**config.mk**
```make
export PLATFORM = sky130hd
export DESIGN_NAME = mipsCore
export DESIGN_NICKNAME = d
export VERILOG_FILES = /design/src/source/mipsIsaPkg.sv /design/src/source/mipsCorePkg.sv /design/src/source/alu.sv /design/src/source/regFile.sv /design/src/source/hazardUnit.sv /design/src/source/controlUnit.sv /design/src/source/datapath.sv /design/src/source/mipsCore.sv
export SDC_FILE = /design/constraint.sdc
export NUM_CORES = 2
export LEC_CHECK = 0
export ABC_AREA = 0
export ABC_CLOCK_PERIOD_IN_PS = 10050
export BUFFER_PORTS_ARGS = -buffer_cell sky130_fd_sc_hd__buf_2
export CAP_MARGIN = 30
export CORE_ASPECT_RATIO = 1.25
export CORE_MARGIN = 2
export CORE_UTILIZATION = 45
export DETAILED_ROUTE_END_ITERATION = 6
export SYNTH_ARGS = -nofsm -noshare
export SYNTH_HDL_FRONTEND = slang
export SYNTH_SLANG_ARGS = --single-unit
```
**constraint.sdc**
```tcl
create_clock -name clk -period 10.05 [get_ports clk]
set_input_delay 1.005 -clock clk [delete_from_list [all_inputs] [get_ports clk]]
set_output_delay 1.005 -clock clk [all_outputs]
set_load 0.005 [all_outputs]
```
**src/source/mipsIsaPkg.sv**
```systemverilog
package mipsIsaPkg;

	// ==================
	// major opcodes
	// ==================

	// only the opcodes the core decodes
	typedef enum logic [5:0] {
		opSpecial = 6'h00, // r-type, see funct
		opJ = 6'h02,
		opJal = 6'h03,
		opBeq = 6'h04,
		opBne = 6'h05,
		opAddiu = 6'h09,
		opOri = 6'h0d,
		opLui = 6'h0f,
		opLw = 6'h23,
		opSw = 6'h2b
	} opcode_t;

	// ==================
	// special functs
	// ==================

	// funct field, bits 5:0 of an r-type word
	typedef enum logic [5:0] {
		functSll = 6'h00, // all-zero word is sll r0 so it doubles as nop
		functJr = 6'h08,
		functAddu = 6'h21,
		functSubu = 6'h23,
		functAnd = 6'h24,
		functOr = 6'h25,
		functSlt = 6'h2a
	} funct_t;

	// ==================
	// alu operations
	// ==================

	// add is zero so a cleared pipe register decodes as add
	typedef enum logic [2:0] {
		aluAdd = 3'd0,
		aluSub = 3'd1,
		aluAnd = 3'd2,
		aluOr = 3'd3,
		aluSlt = 3'd4, // signed compare
		aluSll = 3'd5, // shift by shamt
		aluLui = 3'd6  // immediate into upper half
	} aluOp_t;

endpackage

```
**src/source/mipsCorePkg.sv**
```systemverilog
package mipsCorePkg;

	// ==================
	// machine types
	// ==================

	// data word, also pc and byte address
	typedef logic [31:0] word_t;

	// register number, also used for shamt
	typedef logic [4:0] regAddr_t;

	// jal writes its return address here
	localparam regAddr_t linkReg = 5'd31;

	// where an execute operand comes from
	typedef enum logic [1:0] {
		fwdReg = 2'b00,     // value read in decode
		fwdResultW = 2'b01, // writeback result
		fwdAluOutM = 2'b10  // alu result in memory
	} fwdSel_t;

endpackage

```
**src/source/alu.sv**
```systemverilog
`timescale 1ns/1ps

module alu (
	input mipsCorePkg::word_t a,
	input mipsCorePkg::word_t b,
	input mipsCorePkg::regAddr_t shamt,
	input mipsIsaPkg::aluOp_t aluOp,
	output mipsCorePkg::word_t y
);
	import mipsIsaPkg::*;

	// ==================
	// operation select
	// ==================
	always_comb begin
		case (aluOp)
			// addu/subu, no overflow trap
			aluAdd: y = a + b;
			aluSub: y = a - b;
			aluAnd: y = a & b;
			aluOr: y = a | b;
			// signed compare, result in bit 0
			aluSlt: y = {31'b0, $signed(a) < $signed(b)};
			// sll shifts rt, which arrives on b
			aluSll: y = b << shamt;
			// low half of immediate moves up
			aluLui: y = {b[15:0], 16'b0};
			default: y = '0;
		endcase
	end

endmodule

```
**src/source/regFile.sv**
```systemverilog
`timescale 1ns/1ps

module regFile (
	input logic clk,
	input logic rstN,
	input mipsCorePkg::regAddr_t rdAddrA,
	input mipsCorePkg::regAddr_t rdAddrB,
	output mipsCorePkg::word_t rdDataA,
	output mipsCorePkg::word_t rdDataB,
	input logic wrEn,
	input mipsCorePkg::regAddr_t wrAddr,
	input mipsCorePkg::word_t wrData
);
	import mipsCorePkg::*;

	word_t regs [32];

	// write on falling edge so decode reads the new value same cycle
	always_ff @(negedge clk or negedge rstN) begin
		if (!rstN) begin
			for (int i = 0; i < 32; i++)
				regs[i] <= '0;
		end else if (wrEn && wrAddr != '0) begin
			regs[wrAddr] <= wrData;
		end
	end

	// r0 hardwired
	assign rdDataA = (rdAddrA == '0) ? '0 : regs[rdAddrA];
	assign rdDataB = (rdAddrB == '0) ? '0 : regs[rdAddrB];

	// writes aimed at r0 (nops included) leave it untouched
	assert property (@(negedge clk) disable iff (!rstN)
		(wrEn && wrAddr == '0) |=> $stable(regs[0]));

endmodule

```
**src/source/hazardUnit.sv**
```systemverilog
`timescale 1ns/1ps

module hazardUnit (
	input mipsCorePkg::regAddr_t rsD,
	input mipsCorePkg::regAddr_t rtD,
	input mipsCorePkg::regAddr_t rsE,
	input mipsCorePkg::regAddr_t rtE,
	input mipsCorePkg::regAddr_t writeRegE,
	input mipsCorePkg::regAddr_t writeRegM,
	input mipsCorePkg::regAddr_t writeRegW,
	input logic branchD,
	input logic jrD,
	input logic regWriteE,
	input logic memToRegE,
	input logic regWriteM,
	input logic memToRegM,
	input logic regWriteW,
	output logic forwardAD,
	output logic forwardBD,
	output mipsCorePkg::fwdSel_t forwardAE,
	output mipsCorePkg::fwdSel_t forwardBE,
	output logic stallF,
	output logic stallD,
	output logic flushE
);
	import mipsCorePkg::*;

	logic lwStall, branchStall;

	// decode compare takes memory alu result only
	assign forwardAD = (rsD != '0) && regWriteM && (writeRegM == rsD);
	assign forwardBD = (rtD != '0) && regWriteM && (writeRegM == rtD);

	// execute operands, memory wins over writeback
	always_comb begin
		forwardAE = fwdReg;
		forwardBE = fwdReg;
		if (rsE != '0 && regWriteM && writeRegM == rsE)
			forwardAE = fwdAluOutM;
		else if (rsE != '0 && regWriteW && writeRegW == rsE)
			forwardAE = fwdResultW;
		if (rtE != '0 && regWriteM && writeRegM == rtE)
			forwardBE = fwdAluOutM;
		else if (rtE != '0 && regWriteW && writeRegW == rtE)
			forwardBE = fwdResultW;
	end

	// load result not ready until writeback
	assign lwStall = memToRegE && (writeRegE != '0) && (writeRegE == rsD || writeRegE == rtD);

	// branch/jr in decode: wait on alu in execute or load in memory
	// jr looks at rs only
	assign branchStall = (branchD || jrD) && (
		(regWriteE && writeRegE != '0 && (writeRegE == rsD || (branchD && writeRegE == rtD))) ||
		(memToRegM && writeRegM != '0 && (writeRegM == rsD || (branchD && writeRegM == rtD))));

	always_comb begin
		stallD = lwStall || branchStall;
		stallF = stallD;
		flushE = stallD;
		// stall terms see a load by memToReg alone so a load must also write
		assert (!memToRegE || regWriteE);
		assert (!memToRegM || regWriteM);
	end

endmodule

```
**src/source/controlUnit.sv**
```systemverilog
`timescale 1ns/1ps

module controlUnit (
	input logic clk,
	input logic rstN,
	// decode
	input mipsIsaPkg::opcode_t opD,
	input mipsIsaPkg::funct_t functD,
	input logic flushE,
	output logic branchD,
	output logic branchNeD,
	output logic jumpD,
	output logic jalD,
	output logic jrD,
	// execute
	output mipsIsaPkg::aluOp_t aluOpE,
	output logic aluSrcE,
	output logic regDstE,
	output logic linkE,
	output logic memToRegE,
	output logic regWriteE,
	// memory and writeback
	output logic memToRegM,
	output logic regWriteM,
	output logic memWriteM,
	output logic memToRegW,
	output logic regWriteW
);
	import mipsIsaPkg::*;

	// controls decoded here, used later
	logic regWriteD, memToRegD, memWriteD;
	logic aluSrcD, regDstD;
	aluOp_t aluOpD;
	logic memWriteE;

	// ==================
	// main and alu decode
	// ==================
	always_comb begin
		{regWriteD, memToRegD, memWriteD, aluSrcD, regDstD} = '0;
		{branchD, branchNeD, jumpD, jalD, jrD} = '0;
		aluOpD = aluAdd;
		case (opD)
			opSpecial: begin
				regDstD = 1'b1;
				regWriteD = 1'b1;
				case (functD)
					functAddu: aluOpD = aluAdd;
					functSubu: aluOpD = aluSub;
					functAnd: aluOpD = aluAnd;
					functOr: aluOpD = aluOr;
					functSlt: aluOpD = aluSlt;
					functSll: aluOpD = aluSll;
					// jr only redirects, no write
					functJr: {regWriteD, jrD} = 2'b01;
					default: regWriteD = 1'b0;
				endcase
			end
			opAddiu: {aluSrcD, regWriteD} = 2'b11;
			opOri: begin
				{aluSrcD, regWriteD} = 2'b11;
				aluOpD = aluOr;
			end
			opLui: begin
				{aluSrcD, regWriteD} = 2'b11;
				aluOpD = aluLui;
			end
			opLw: {aluSrcD, regWriteD, memToRegD} = 3'b111;
			opSw: {aluSrcD, memWriteD} = 2'b11;
			opBeq: branchD = 1'b1;
			opBne: {branchD, branchNeD} = 2'b11;
			opJ: jumpD = 1'b1;
			// link value replaces the alu result in execute
			opJal: {jalD, regWriteD} = 2'b11;
			default: ;
		endcase
	end

	// decode to execute, bubble on flush
	always_ff @(posedge clk or negedge rstN) begin
		if (!rstN) begin
			{aluSrcE, regDstE, linkE, memToRegE, regWriteE, memWriteE} <= '0;
			aluOpE <= aluAdd;
		end else if (flushE) begin
			{aluSrcE, regDstE, linkE, memToRegE, regWriteE, memWriteE} <= '0;
			aluOpE <= aluAdd;
		end else begin
			{aluSrcE, regDstE, linkE} <= {aluSrcD, regDstD, jalD};
			{memToRegE, regWriteE, memWriteE} <= {memToRegD, regWriteD, memWriteD};
			aluOpE <= aluOpD;
		end
	end

	// execute to memory to writeback
	always_ff @(posedge clk or negedge rstN) begin
		if (!rstN) begin
			{memToRegM, regWriteM, memWriteM, memToRegW, regWriteW} <= '0;
		end else begin
			{memToRegM, regWriteM, memWriteM} <= {memToRegE, regWriteE, memWriteE};
			{memToRegW, regWriteW} <= {memToRegM, regWriteM};
		end
	end

	// a store never also claims a register write two stages on
	assert property (@(posedge clk) disable iff (!rstN) !(memWriteM && regWriteM));

endmodule

```
**src/source/datapath.sv**
```systemverilog
`timescale 1ns/1ps

module datapath #(
	parameter mipsCorePkg::word_t resetPc = '0
) (
	input logic clk,
	input logic rstN,
	// fetch port
	output mipsCorePkg::word_t instrAddr,
	input mipsCorePkg::word_t instr,
	// decode
	output mipsIsaPkg::opcode_t opD,
	output mipsIsaPkg::funct_t functD,
	input logic branchD,
	input logic branchNeD,
	input logic jumpD,
	input logic jalD,
	input logic jrD,
	// execute
	input mipsIsaPkg::aluOp_t aluOpE,
	input logic aluSrcE,
	input logic regDstE,
	input logic linkE,
	input logic memToRegE,
	input logic regWriteE,
	output logic flushE,
	// memory and data port
	input logic memToRegM,
	input logic regWriteM,
	input logic memWriteM,
	output mipsCorePkg::word_t dataAddr,
	output mipsCorePkg::word_t dataWrData,
	output logic dataWrEn,
	input mipsCorePkg::word_t dataRdData,
	// writeback
	input logic memToRegW,
	input logic regWriteW
);
	import mipsIsaPkg::*;
	import mipsCorePkg::*;

	word_t pcF, pcNextF, pcPlus4F;
	logic stallF, stallD;
	word_t instrD, pcPlus4D, pcPlus8D, immD, branchTargetD, jumpTargetD;
	word_t rdDataA, rdDataB, srcAD, srcBD;
	regAddr_t rsD, rtD, rdD, shamtD;
	logic forwardAD, forwardBD, takeBranchD;
	word_t srcAE, srcBE, immE, pcPlus8E, fwdAE, fwdBE, aluBE, aluYE, aluOutE;
	regAddr_t rsE, rtE, rdE, shamtE, writeRegE;
	fwdSel_t forwardAE, forwardBE;
	word_t aluOutM, writeDataM, aluOutW, readDataW, resultW;
	regAddr_t writeRegM, writeRegW;

	// ==================
	// fetch
	// ==================
	always_ff @(posedge clk or negedge rstN) begin
		if (!rstN)
			pcF <= resetPc;
		else if (!stallF)
			pcF <= pcNextF;
	end
	assign instrAddr = pcF;
	assign pcPlus4F = pcF + 32'd4;

	// fetch to decode, held on stall, never flushed (delay slot)
	always_ff @(posedge clk or negedge rstN) begin
		if (!rstN)
			{instrD, pcPlus4D} <= '0;
		else if (!stallD)
			{instrD, pcPlus4D} <= {instr, pcPlus4F};
	end

	// ==================
	// decode
	// ==================
	assign opD = opcode_t'(instrD[31:26]);
	assign functD = funct_t'(instrD[5:0]);
	assign {rsD, rtD, rdD, shamtD} = instrD[25:6];
	// ori zero extends, the rest sign extend
	assign immD = (opD == opOri) ? {16'b0, instrD[15:0]} : {{16{instrD[15]}}, instrD[15:0]};

	regFile i_regFile (
		.clk(clk), .rstN(rstN),
		.rdAddrA(rsD), .rdAddrB(rtD), .rdDataA(rdDataA), .rdDataB(rdDataB),
		.wrEn(regWriteW), .wrAddr(writeRegW), .wrData(resultW)
	);

	// early branch compare on forwarded operands
	assign srcAD = forwardAD ? aluOutM : rdDataA;
	assign srcBD = forwardBD ? aluOutM : rdDataB;
	assign takeBranchD = branchD && ((srcAD == srcBD) != branchNeD);
	assign branchTargetD = pcPlus4D + {immD[29:0], 2'b00};
	assign jumpTargetD = {pcPlus4D[31:28], instrD[25:0], 2'b00};
	// return address skips the delay slot
	assign pcPlus8D = pcPlus4D + 32'd4;

	// redirect lands after the delay slot already in fetch
	always_comb begin
		if (jrD)
			pcNextF = srcAD;
		else if (jumpD || jalD)
			pcNextF = jumpTargetD;
		else if (takeBranchD)
			pcNextF = branchTargetD;
		else
			pcNextF = pcPlus4F;
	end

	// decode to execute, bubble on flush
	always_ff @(posedge clk or negedge rstN) begin
		if (!rstN) begin
			{srcAE, srcBE, immE, pcPlus8E, rsE, rtE, rdE, shamtE} <= '0;
		end else if (flushE) begin
			{srcAE, srcBE, immE, pcPlus8E, rsE, rtE, rdE, shamtE} <= '0;
		end else begin
			{srcAE, srcBE, immE, pcPlus8E} <= {rdDataA, rdDataB, immD, pcPlus8D};
			{rsE, rtE, rdE, shamtE} <= {rsD, rtD, rdD, shamtD};
		end
	end

	// ==================
	// execute
	// ==================
	always_comb begin
		case (forwardAE)
			fwdResultW: fwdAE = resultW;
			fwdAluOutM: fwdAE = aluOutM;
			default: fwdAE = srcAE;
		endcase
		case (forwardBE)
			fwdResultW: fwdBE = resultW;
			fwdAluOutM: fwdBE = aluOutM;
			default: fwdBE = srcBE;
		endcase
	end
	assign aluBE = aluSrcE ? immE : fwdBE;

	alu i_alu (.a(fwdAE), .b(aluBE), .shamt(shamtE), .aluOp(aluOpE), .y(aluYE));

	// jal forces r31 and pc+8 over the alu result
	assign writeRegE = linkE ? linkReg : (regDstE ? rdE : rtE);
	assign aluOutE = linkE ? pcPlus8E : aluYE;

	hazardUnit i_hazardUnit (.*);

	// ==================
	// memory, writeback
	// ==================
	always_ff @(posedge clk or negedge rstN) begin
		if (!rstN) begin
			{aluOutM, writeDataM, writeRegM} <= '0;
			{aluOutW, readDataW, writeRegW} <= '0;
		end else begin
			{aluOutM, writeDataM, writeRegM} <= {aluOutE, fwdBE, writeRegE};
			{aluOutW, readDataW, writeRegW} <= {aluOutM, dataRdData, writeRegM};
		end
	end
	// single-cycle strobe straight from the memory stage
	assign dataAddr = aluOutM;
	assign dataWrData = writeDataM;
	assign dataWrEn = memWriteM;

	assign resultW = memToRegW ? readDataW : aluOutW;

	// store strobe must be clean once out of reset
	assert property (@(posedge clk) disable iff (!rstN) !$isunknown(dataWrEn));

endmodule

```
**src/source/mipsCore.sv**
```systemverilog
`timescale 1ns/1ps

module mipsCore #(
	parameter mipsCorePkg::word_t resetPc = '0
) (
	input logic clk,
	input logic rstN,
	// instruction fetch, read answers same cycle
	output mipsCorePkg::word_t instrAddr,
	input mipsCorePkg::word_t instr,
	// data port, write strobe only
	output mipsCorePkg::word_t dataAddr,
	output mipsCorePkg::word_t dataWrData,
	output logic dataWrEn,
	input mipsCorePkg::word_t dataRdData
);
	import mipsIsaPkg::*;

	// decode fields up, controls down
	opcode_t opD;
	funct_t functD;
	logic branchD, branchNeD, jumpD, jalD, jrD;
	aluOp_t aluOpE;
	logic aluSrcE, regDstE, linkE, memToRegE, regWriteE, flushE;
	logic memToRegM, regWriteM, memWriteM;
	logic memToRegW, regWriteW;

	// port names match across both blocks
	controlUnit i_controlUnit (.*);

	datapath #(.resetPc(resetPc)) i_datapath (.*);

endmodule

```
Word-level counts from Yosys, hierarchy flattened
Index checks and enable logic that the tools add are counted.
{ "word_totals": {"output_inout_bits": 97, "input_bits": 66, "reg_bits": 1420} }
{ "classes": {"reduce_logical": 47, "magnitude_cmp": 5, "n_eq_ne": 35, "bitwise_logic": 5, "mux": 58, "n_addsub": 5, "shift": 1} }
{ "ops": {"columns": ["operator", "n"], "rows": [
  ["$bwmux W1024", 1],
  ["$mux W32", 20],
  ["$bmux W32 S5", 2],
  ["$pmux W32 S7", 1],
  ["$demux W32 S5", 1],
  ["$pmux W32 S2", 2],
  ["$add A32 B3 Y32 const B", 2],
  ["$add A32 B32 Y32", 2],
  ["$eq A6 B6 Y1 const B", 7],
  ["$eq A5 B5 Y1", 8],
  ["$reduce_bool A5 Y1", 7],
  ["$and A32 B32 Y32", 1],
  ["$eq A32 B32 Y1", 1],
  ["$lt A32 B32 Y1", 1],
  ["$or A32 B32 Y32", 1],
  ["$shl A32 B5 Y32", 1],
  ["$sub A32 B32 Y32", 1],
  ["$mux W5", 6],
  ["$eq A6 B4 Y1 const B", 4],
  ["$logic_and A1 B1 Y1", 24],
  ["$mux W1", 19],
  ["$ge A6 B6 Y1 const B", 3],
  ["$not A5 Y6", 3],
  ["$pmux W3 S5", 1],
  ["20 further kinds", 37]
]} }

Logic depth before layout (Yosys ltp)
{ "depth": {"ltp_word": 12, "ltp_mapped": 26, "ltp_nobuf": 23} }

Cells and area by module
A second synthesis with hierarchy kept.
{ "hier_totals": {"cells_unflattened": 6549, "hier_area_um2": 81075.3} }
{ "by_module_without_submodules": {"columns": ["module", "area_each_um2", "cells_per_inst", "n_inst"], "rows": [
  ["regFile", 54347.1, 3620, 1],
  ["datapath", 18741.7, 1780, 1],
  ["alu", 6678.9, 1006, 1],
  ["controlUnit", 661.9, 60, 1],
  ["hazardUnit", 645.6, 83, 1]
]} }

==> results.txt <==
----------------------------------------------------
[Status]
  Result of the run ... complete, no violations

[Route]
  Number of DRC markers after the initial detailed-route iteration ... 6585
  Post-DRT Antenna Nets ... 0
  Number of DRC violations after detailed routing ... 0
  Via-to-Cell Ratio ... 6.36
  Count of TritonRoute iterations in the first routing pass ... 6
  Final wirelength ... 312000 um
  Vias after detailed routing ... 63400
  Final routed wire length divided by cell count ... 31.3 um

[Global routing]
  Grt ovf ... 0
  First-pass GRT wire length ... 449000 um
  Via count of the first global-routing pass ... 62700
  Pin count of the biggest net entering global routing ... 123
  Total Routing Usage GR ... 0.354
  Number of antenna violations at the first check in global routing ... 15

[Synth]
  Prevailing post-synth register cell ... sky130_fd_sc_hd__dfrtn_1
  Library cells used by synthesis ... 91
  Net count after synthesis ... 7910
  Post-synth EDFFs ... 0
  Yosys reg bits ... 1395
  Synth Warn # ... 0
  Share of flip-flops with an asynchronous set or reset after synthesis ... 1.00
  Synthesized area ... 77600 um2
  Register area share after synthesis ... 0.450
  Synth top area cells ... sky130_fd_sc_hd__dfrtn_1, sky130_fd_sc_hd__mux4_2, sky130_fd_sc_hd__dfrtp_1
  Share of Yosys cell area claimed by the top area cell type ... 0.330
  Average instance area after synthesis ... 10.1 um2
  Cell accounting for the most synthesized area ... sky130_fd_sc_hd__dfrtn_1
  Cell count after synthesis ... 7710

[Worst setup path]
  Data arrival time of the critical path ... 10.15 ns
  Critical Path Sink Type ... flop
  Bufs and invs on worst path ... 3
  Path type of the worst setup path ... flop to flop
  Stage delay of the slowest cell on the critical path ... 0.73 ns
  Critical path's most frequent cell ... sky130_fd_sc_hd__buf_12
  Reg-to-reg critical path startpoint ... i_datapath.i_regFile.regs[229]
  Cell-by-cell trace of the critical path ... mux4_2 -> nand2_1 -> o2111ai_1 -> a211oi_1 -> nor2_1 -> a22oi_1 -> and2b_1 -> a32oi_1 -> nor4_2 -> buf_4 -> mux2i_4 -> buf_12 -> buf_12 -> mux2i_1 -> o21ai_0
  Cell family with most CP delay ... compound AO/OA/AOI/OAI gates
  R2R Setup Slk ... 0.59 ns
  CP max stage cell ... sky130_fd_sc_hd__a211oi_1
  Top fanout value on the critical path ... 25
  Required time of the critical path ... 10.74 ns
  Logic depth of the worst register-to-register path ... 15
  Type of origin of the critical path ... flop
  Worst reg2reg endpoint ... i_datapath.instrAddr[25]

[Clock network]
  CTS Buf Count ... 145
  Clock edge transition at the registers on the reported setup and hold paths ... 0.06 ns
  Clock Root Buffer ... sky130_fd_sc_hd__clkbuf_16
  H-Tree Level Count ... 4
  Clk buf depth ... 3
  Skew-Pair Late Insertion Delay ... 0.86 ns
  Number of buffers inserted by hold repair at cts ... 0
  Buffers inserted during post-CTS setup optimization ... 0
  Number of gates resized after cts ... 0
  Clock tree from TritonCTS ... yes
  Number of sinks on the clock net ... 1395

[Pwr]
  Clock share of power ... 0.342
  Power density over the cells ... 192 nW/um2
  Switching Power ... 5.44 mW
  Combinational power share ... 0.227
  Peak supply drop ... 0.165 mV
  Total power draw ... 16.5 mW
  Int Pwr ... 11.0 mW
  Switching share of power ... 0.330
  Sequential Power Share ... 0.431
  Standby leakage power ... 38.0 nW

[Place]
  Port bufs ... 162
  Half-perimeter wire length after detailed placement ... 213000 um
  Worst slack at placement ... 0.582 ns
  Dpl cell area ... 81200 um2
  Final weighted congestion in routability-driven placement ... 1.03

[Layout]
  Post-route standard cell area excluding fillers ... 86100 um2
  Commonest cells after routing, fill and taps aside ... sky130_fd_sc_hd__dfrtn_1, sky130_fd_sc_hd__nand2_1, sky130_fd_sc_hd__o21ai_0
  Most common library cell in the layout ignoring fill and taps ... sky130_fd_sc_hd__dfrtn_1
  Layout overhead on the synthesized area ... 10.9%
  Proportion of layout cells with a drive suffix above 1 ... 0.165
  Final net count ... 7795

[Floorplanning]
  Total I/O pin count ... 163
  Die area ... 176000 um2
  Starting Density ... 0.453
  Horizontal die dimension ... 375 um
  Floorplan core area ... 171000 um2
  Number of placement rows ... 170
  Die height ... 468 um

[Timing]
  Final-layout setup total negative slack ... 0 ns
  Transition time at the pin with the least slew margin ... 1.29 ns
  Number of endpoints with negative hold slack in the final report ... 0
  Post-route worst setup slack ... 0.589 ns
  Worst-case clock skew ... 0.124 ns
  Number of slew-limit violations in the final report ... 0
  Number of setup violations in the final report ... 0
  RSZ-0062 raised after global routing ... no
  Slew headroom ... 0.139
  Worst hold-check slack ... 0.135 ns

[Job]
  Count of maximum capacitance violations ... 0

[Worst hold path]
  Worst min-delay path category ... input port to async pin

----------------------------------------------------
-- cells by family (layout without fill, tap and decap cells) --
family | after synthesis | in the layout | share of synthesized area
flip-flops | 1395 | 1395 | 0.450
buffers and inverters | 842 | 841 | 0.0495
AND/OR/NAND/NOR | 2204 | 2204 | 0.121
multiplexers | 817 | 817 | 0.180
adder cells (fa/ha/maj) | 134 | 134 | 0.0219
other | 0 | 12 | 0
AO/OA/AOI/OAI | 2152 | 2152 | 0.160
XOR/XNOR | 166 | 166 | 0.0187
-- cell usage after synthesis (all sizes together) (28+ instances only) --
library cell,instances
dfrtn,1024
nand2,944
o21ai,835
nor2,797
a21oi,764
clkbuf,533
mux4,450
dfrtp,371
mux2i,320
buf,172
inv,134
ha,131
nand3,106
and3,89
xnor2,87
xor2,79
o22ai,75
o221ai,65
a22oi,62
mux2,47
a22o,45
nor3,41
and2,39
o31ai,36
a211oi,32
a21o,31
a31oi,29
nand2b,29
nor2b,29
nand4,28
-- sequential cells by signal (all words and copies together), names as in the netlist, 17 cells and up --
name                       count
i_datapath.srcAE              32
i_datapath.instrAddr          32
i_datapath.immE               17
i_datapath.pcPlus4D           32
i_datapath.aluOutW            32
i_datapath.srcBE              32
i_datapath.i_regFile.regs   1024
i_datapath.pcPlus8E           32
i_datapath.instrD             32
i_datapath.dataAddr           32
i_datapath.readDataW          32
i_datapath.dataWrData         32
-- routing by layer --
| layer | vias up | track usage | part of all wire |
|---|---|---|---|
| li1 | 27500 | - | - |
| met3 | 1025 | 0.0782 | 0.083 |
| met2 | 3103 | 0.569 | 0.47 |
| met4 | 6 | 0.273 | 0.093 |
| met1 | 31800 | 0.414 | 0.36 |
| met5 | - | 0 | 0.00016 |
-- power groups by stage --
stage          clock (mW)  sequential [mW]  combinational (mW)
2_1_floorplan           0             6.81                2.36
3_3_place_gp            0             7.14                3.56
3_5_place_dp            0             7.18                3.66
4_1_cts              5.69             7.08                3.68
5_1_grt              5.92             7.16                4.04
6_report             5.63             7.11                3.74
-- final cells by class --
cell class,count,area [um2]
inverter,137,514
fill,15500,85400
timing repair buffer,443,3480
sequential,1395,34900
tap,2236,2800
multi-input combinational,5473,39500
clock inverter,47,533
clock buffer,214,4310
antenna,12,30.0
-- how the worst max path moves through the flow --
stage	startpoint	endpoint	slack, ns	depth (start not counted)
6_report	i_datapath.i_regFile.regs[229]	i_datapath.instrAddr[25]	0.59	15
5_1_grt	i_datapath.i_regFile.regs[31]	i_datapath.instrAddr[25]	0.33	16
4_1_cts	i_datapath.i_regFile.regs[95]	i_datapath.instrAddr[25]	0.66	16
3_5_place_dp	i_datapath.i_regFile.regs[616]	i_datapath.instrAddr[25]	0.58	15
3_3_place_gp	i_datapath.i_regFile.regs[257]	i_datapath.instrAddr[15]	0.60	14
2_1_floorplan	i_datapath.i_regFile.regs[28]	i_datapath.instrAddr[3]	1.19	14
-- per-stage QoR --
step / instances / util
2_1_floorplan: 7710 / -
3_3_place_gp: 9645 / 0.470
3_5_place_dp: 9678 / 0.473
4_1_cts: 9939 / 0.502
5_1_grt: 9952 / 0.502
6_report: 9957 / 0.502
Power figures use the tool's default switching activity.
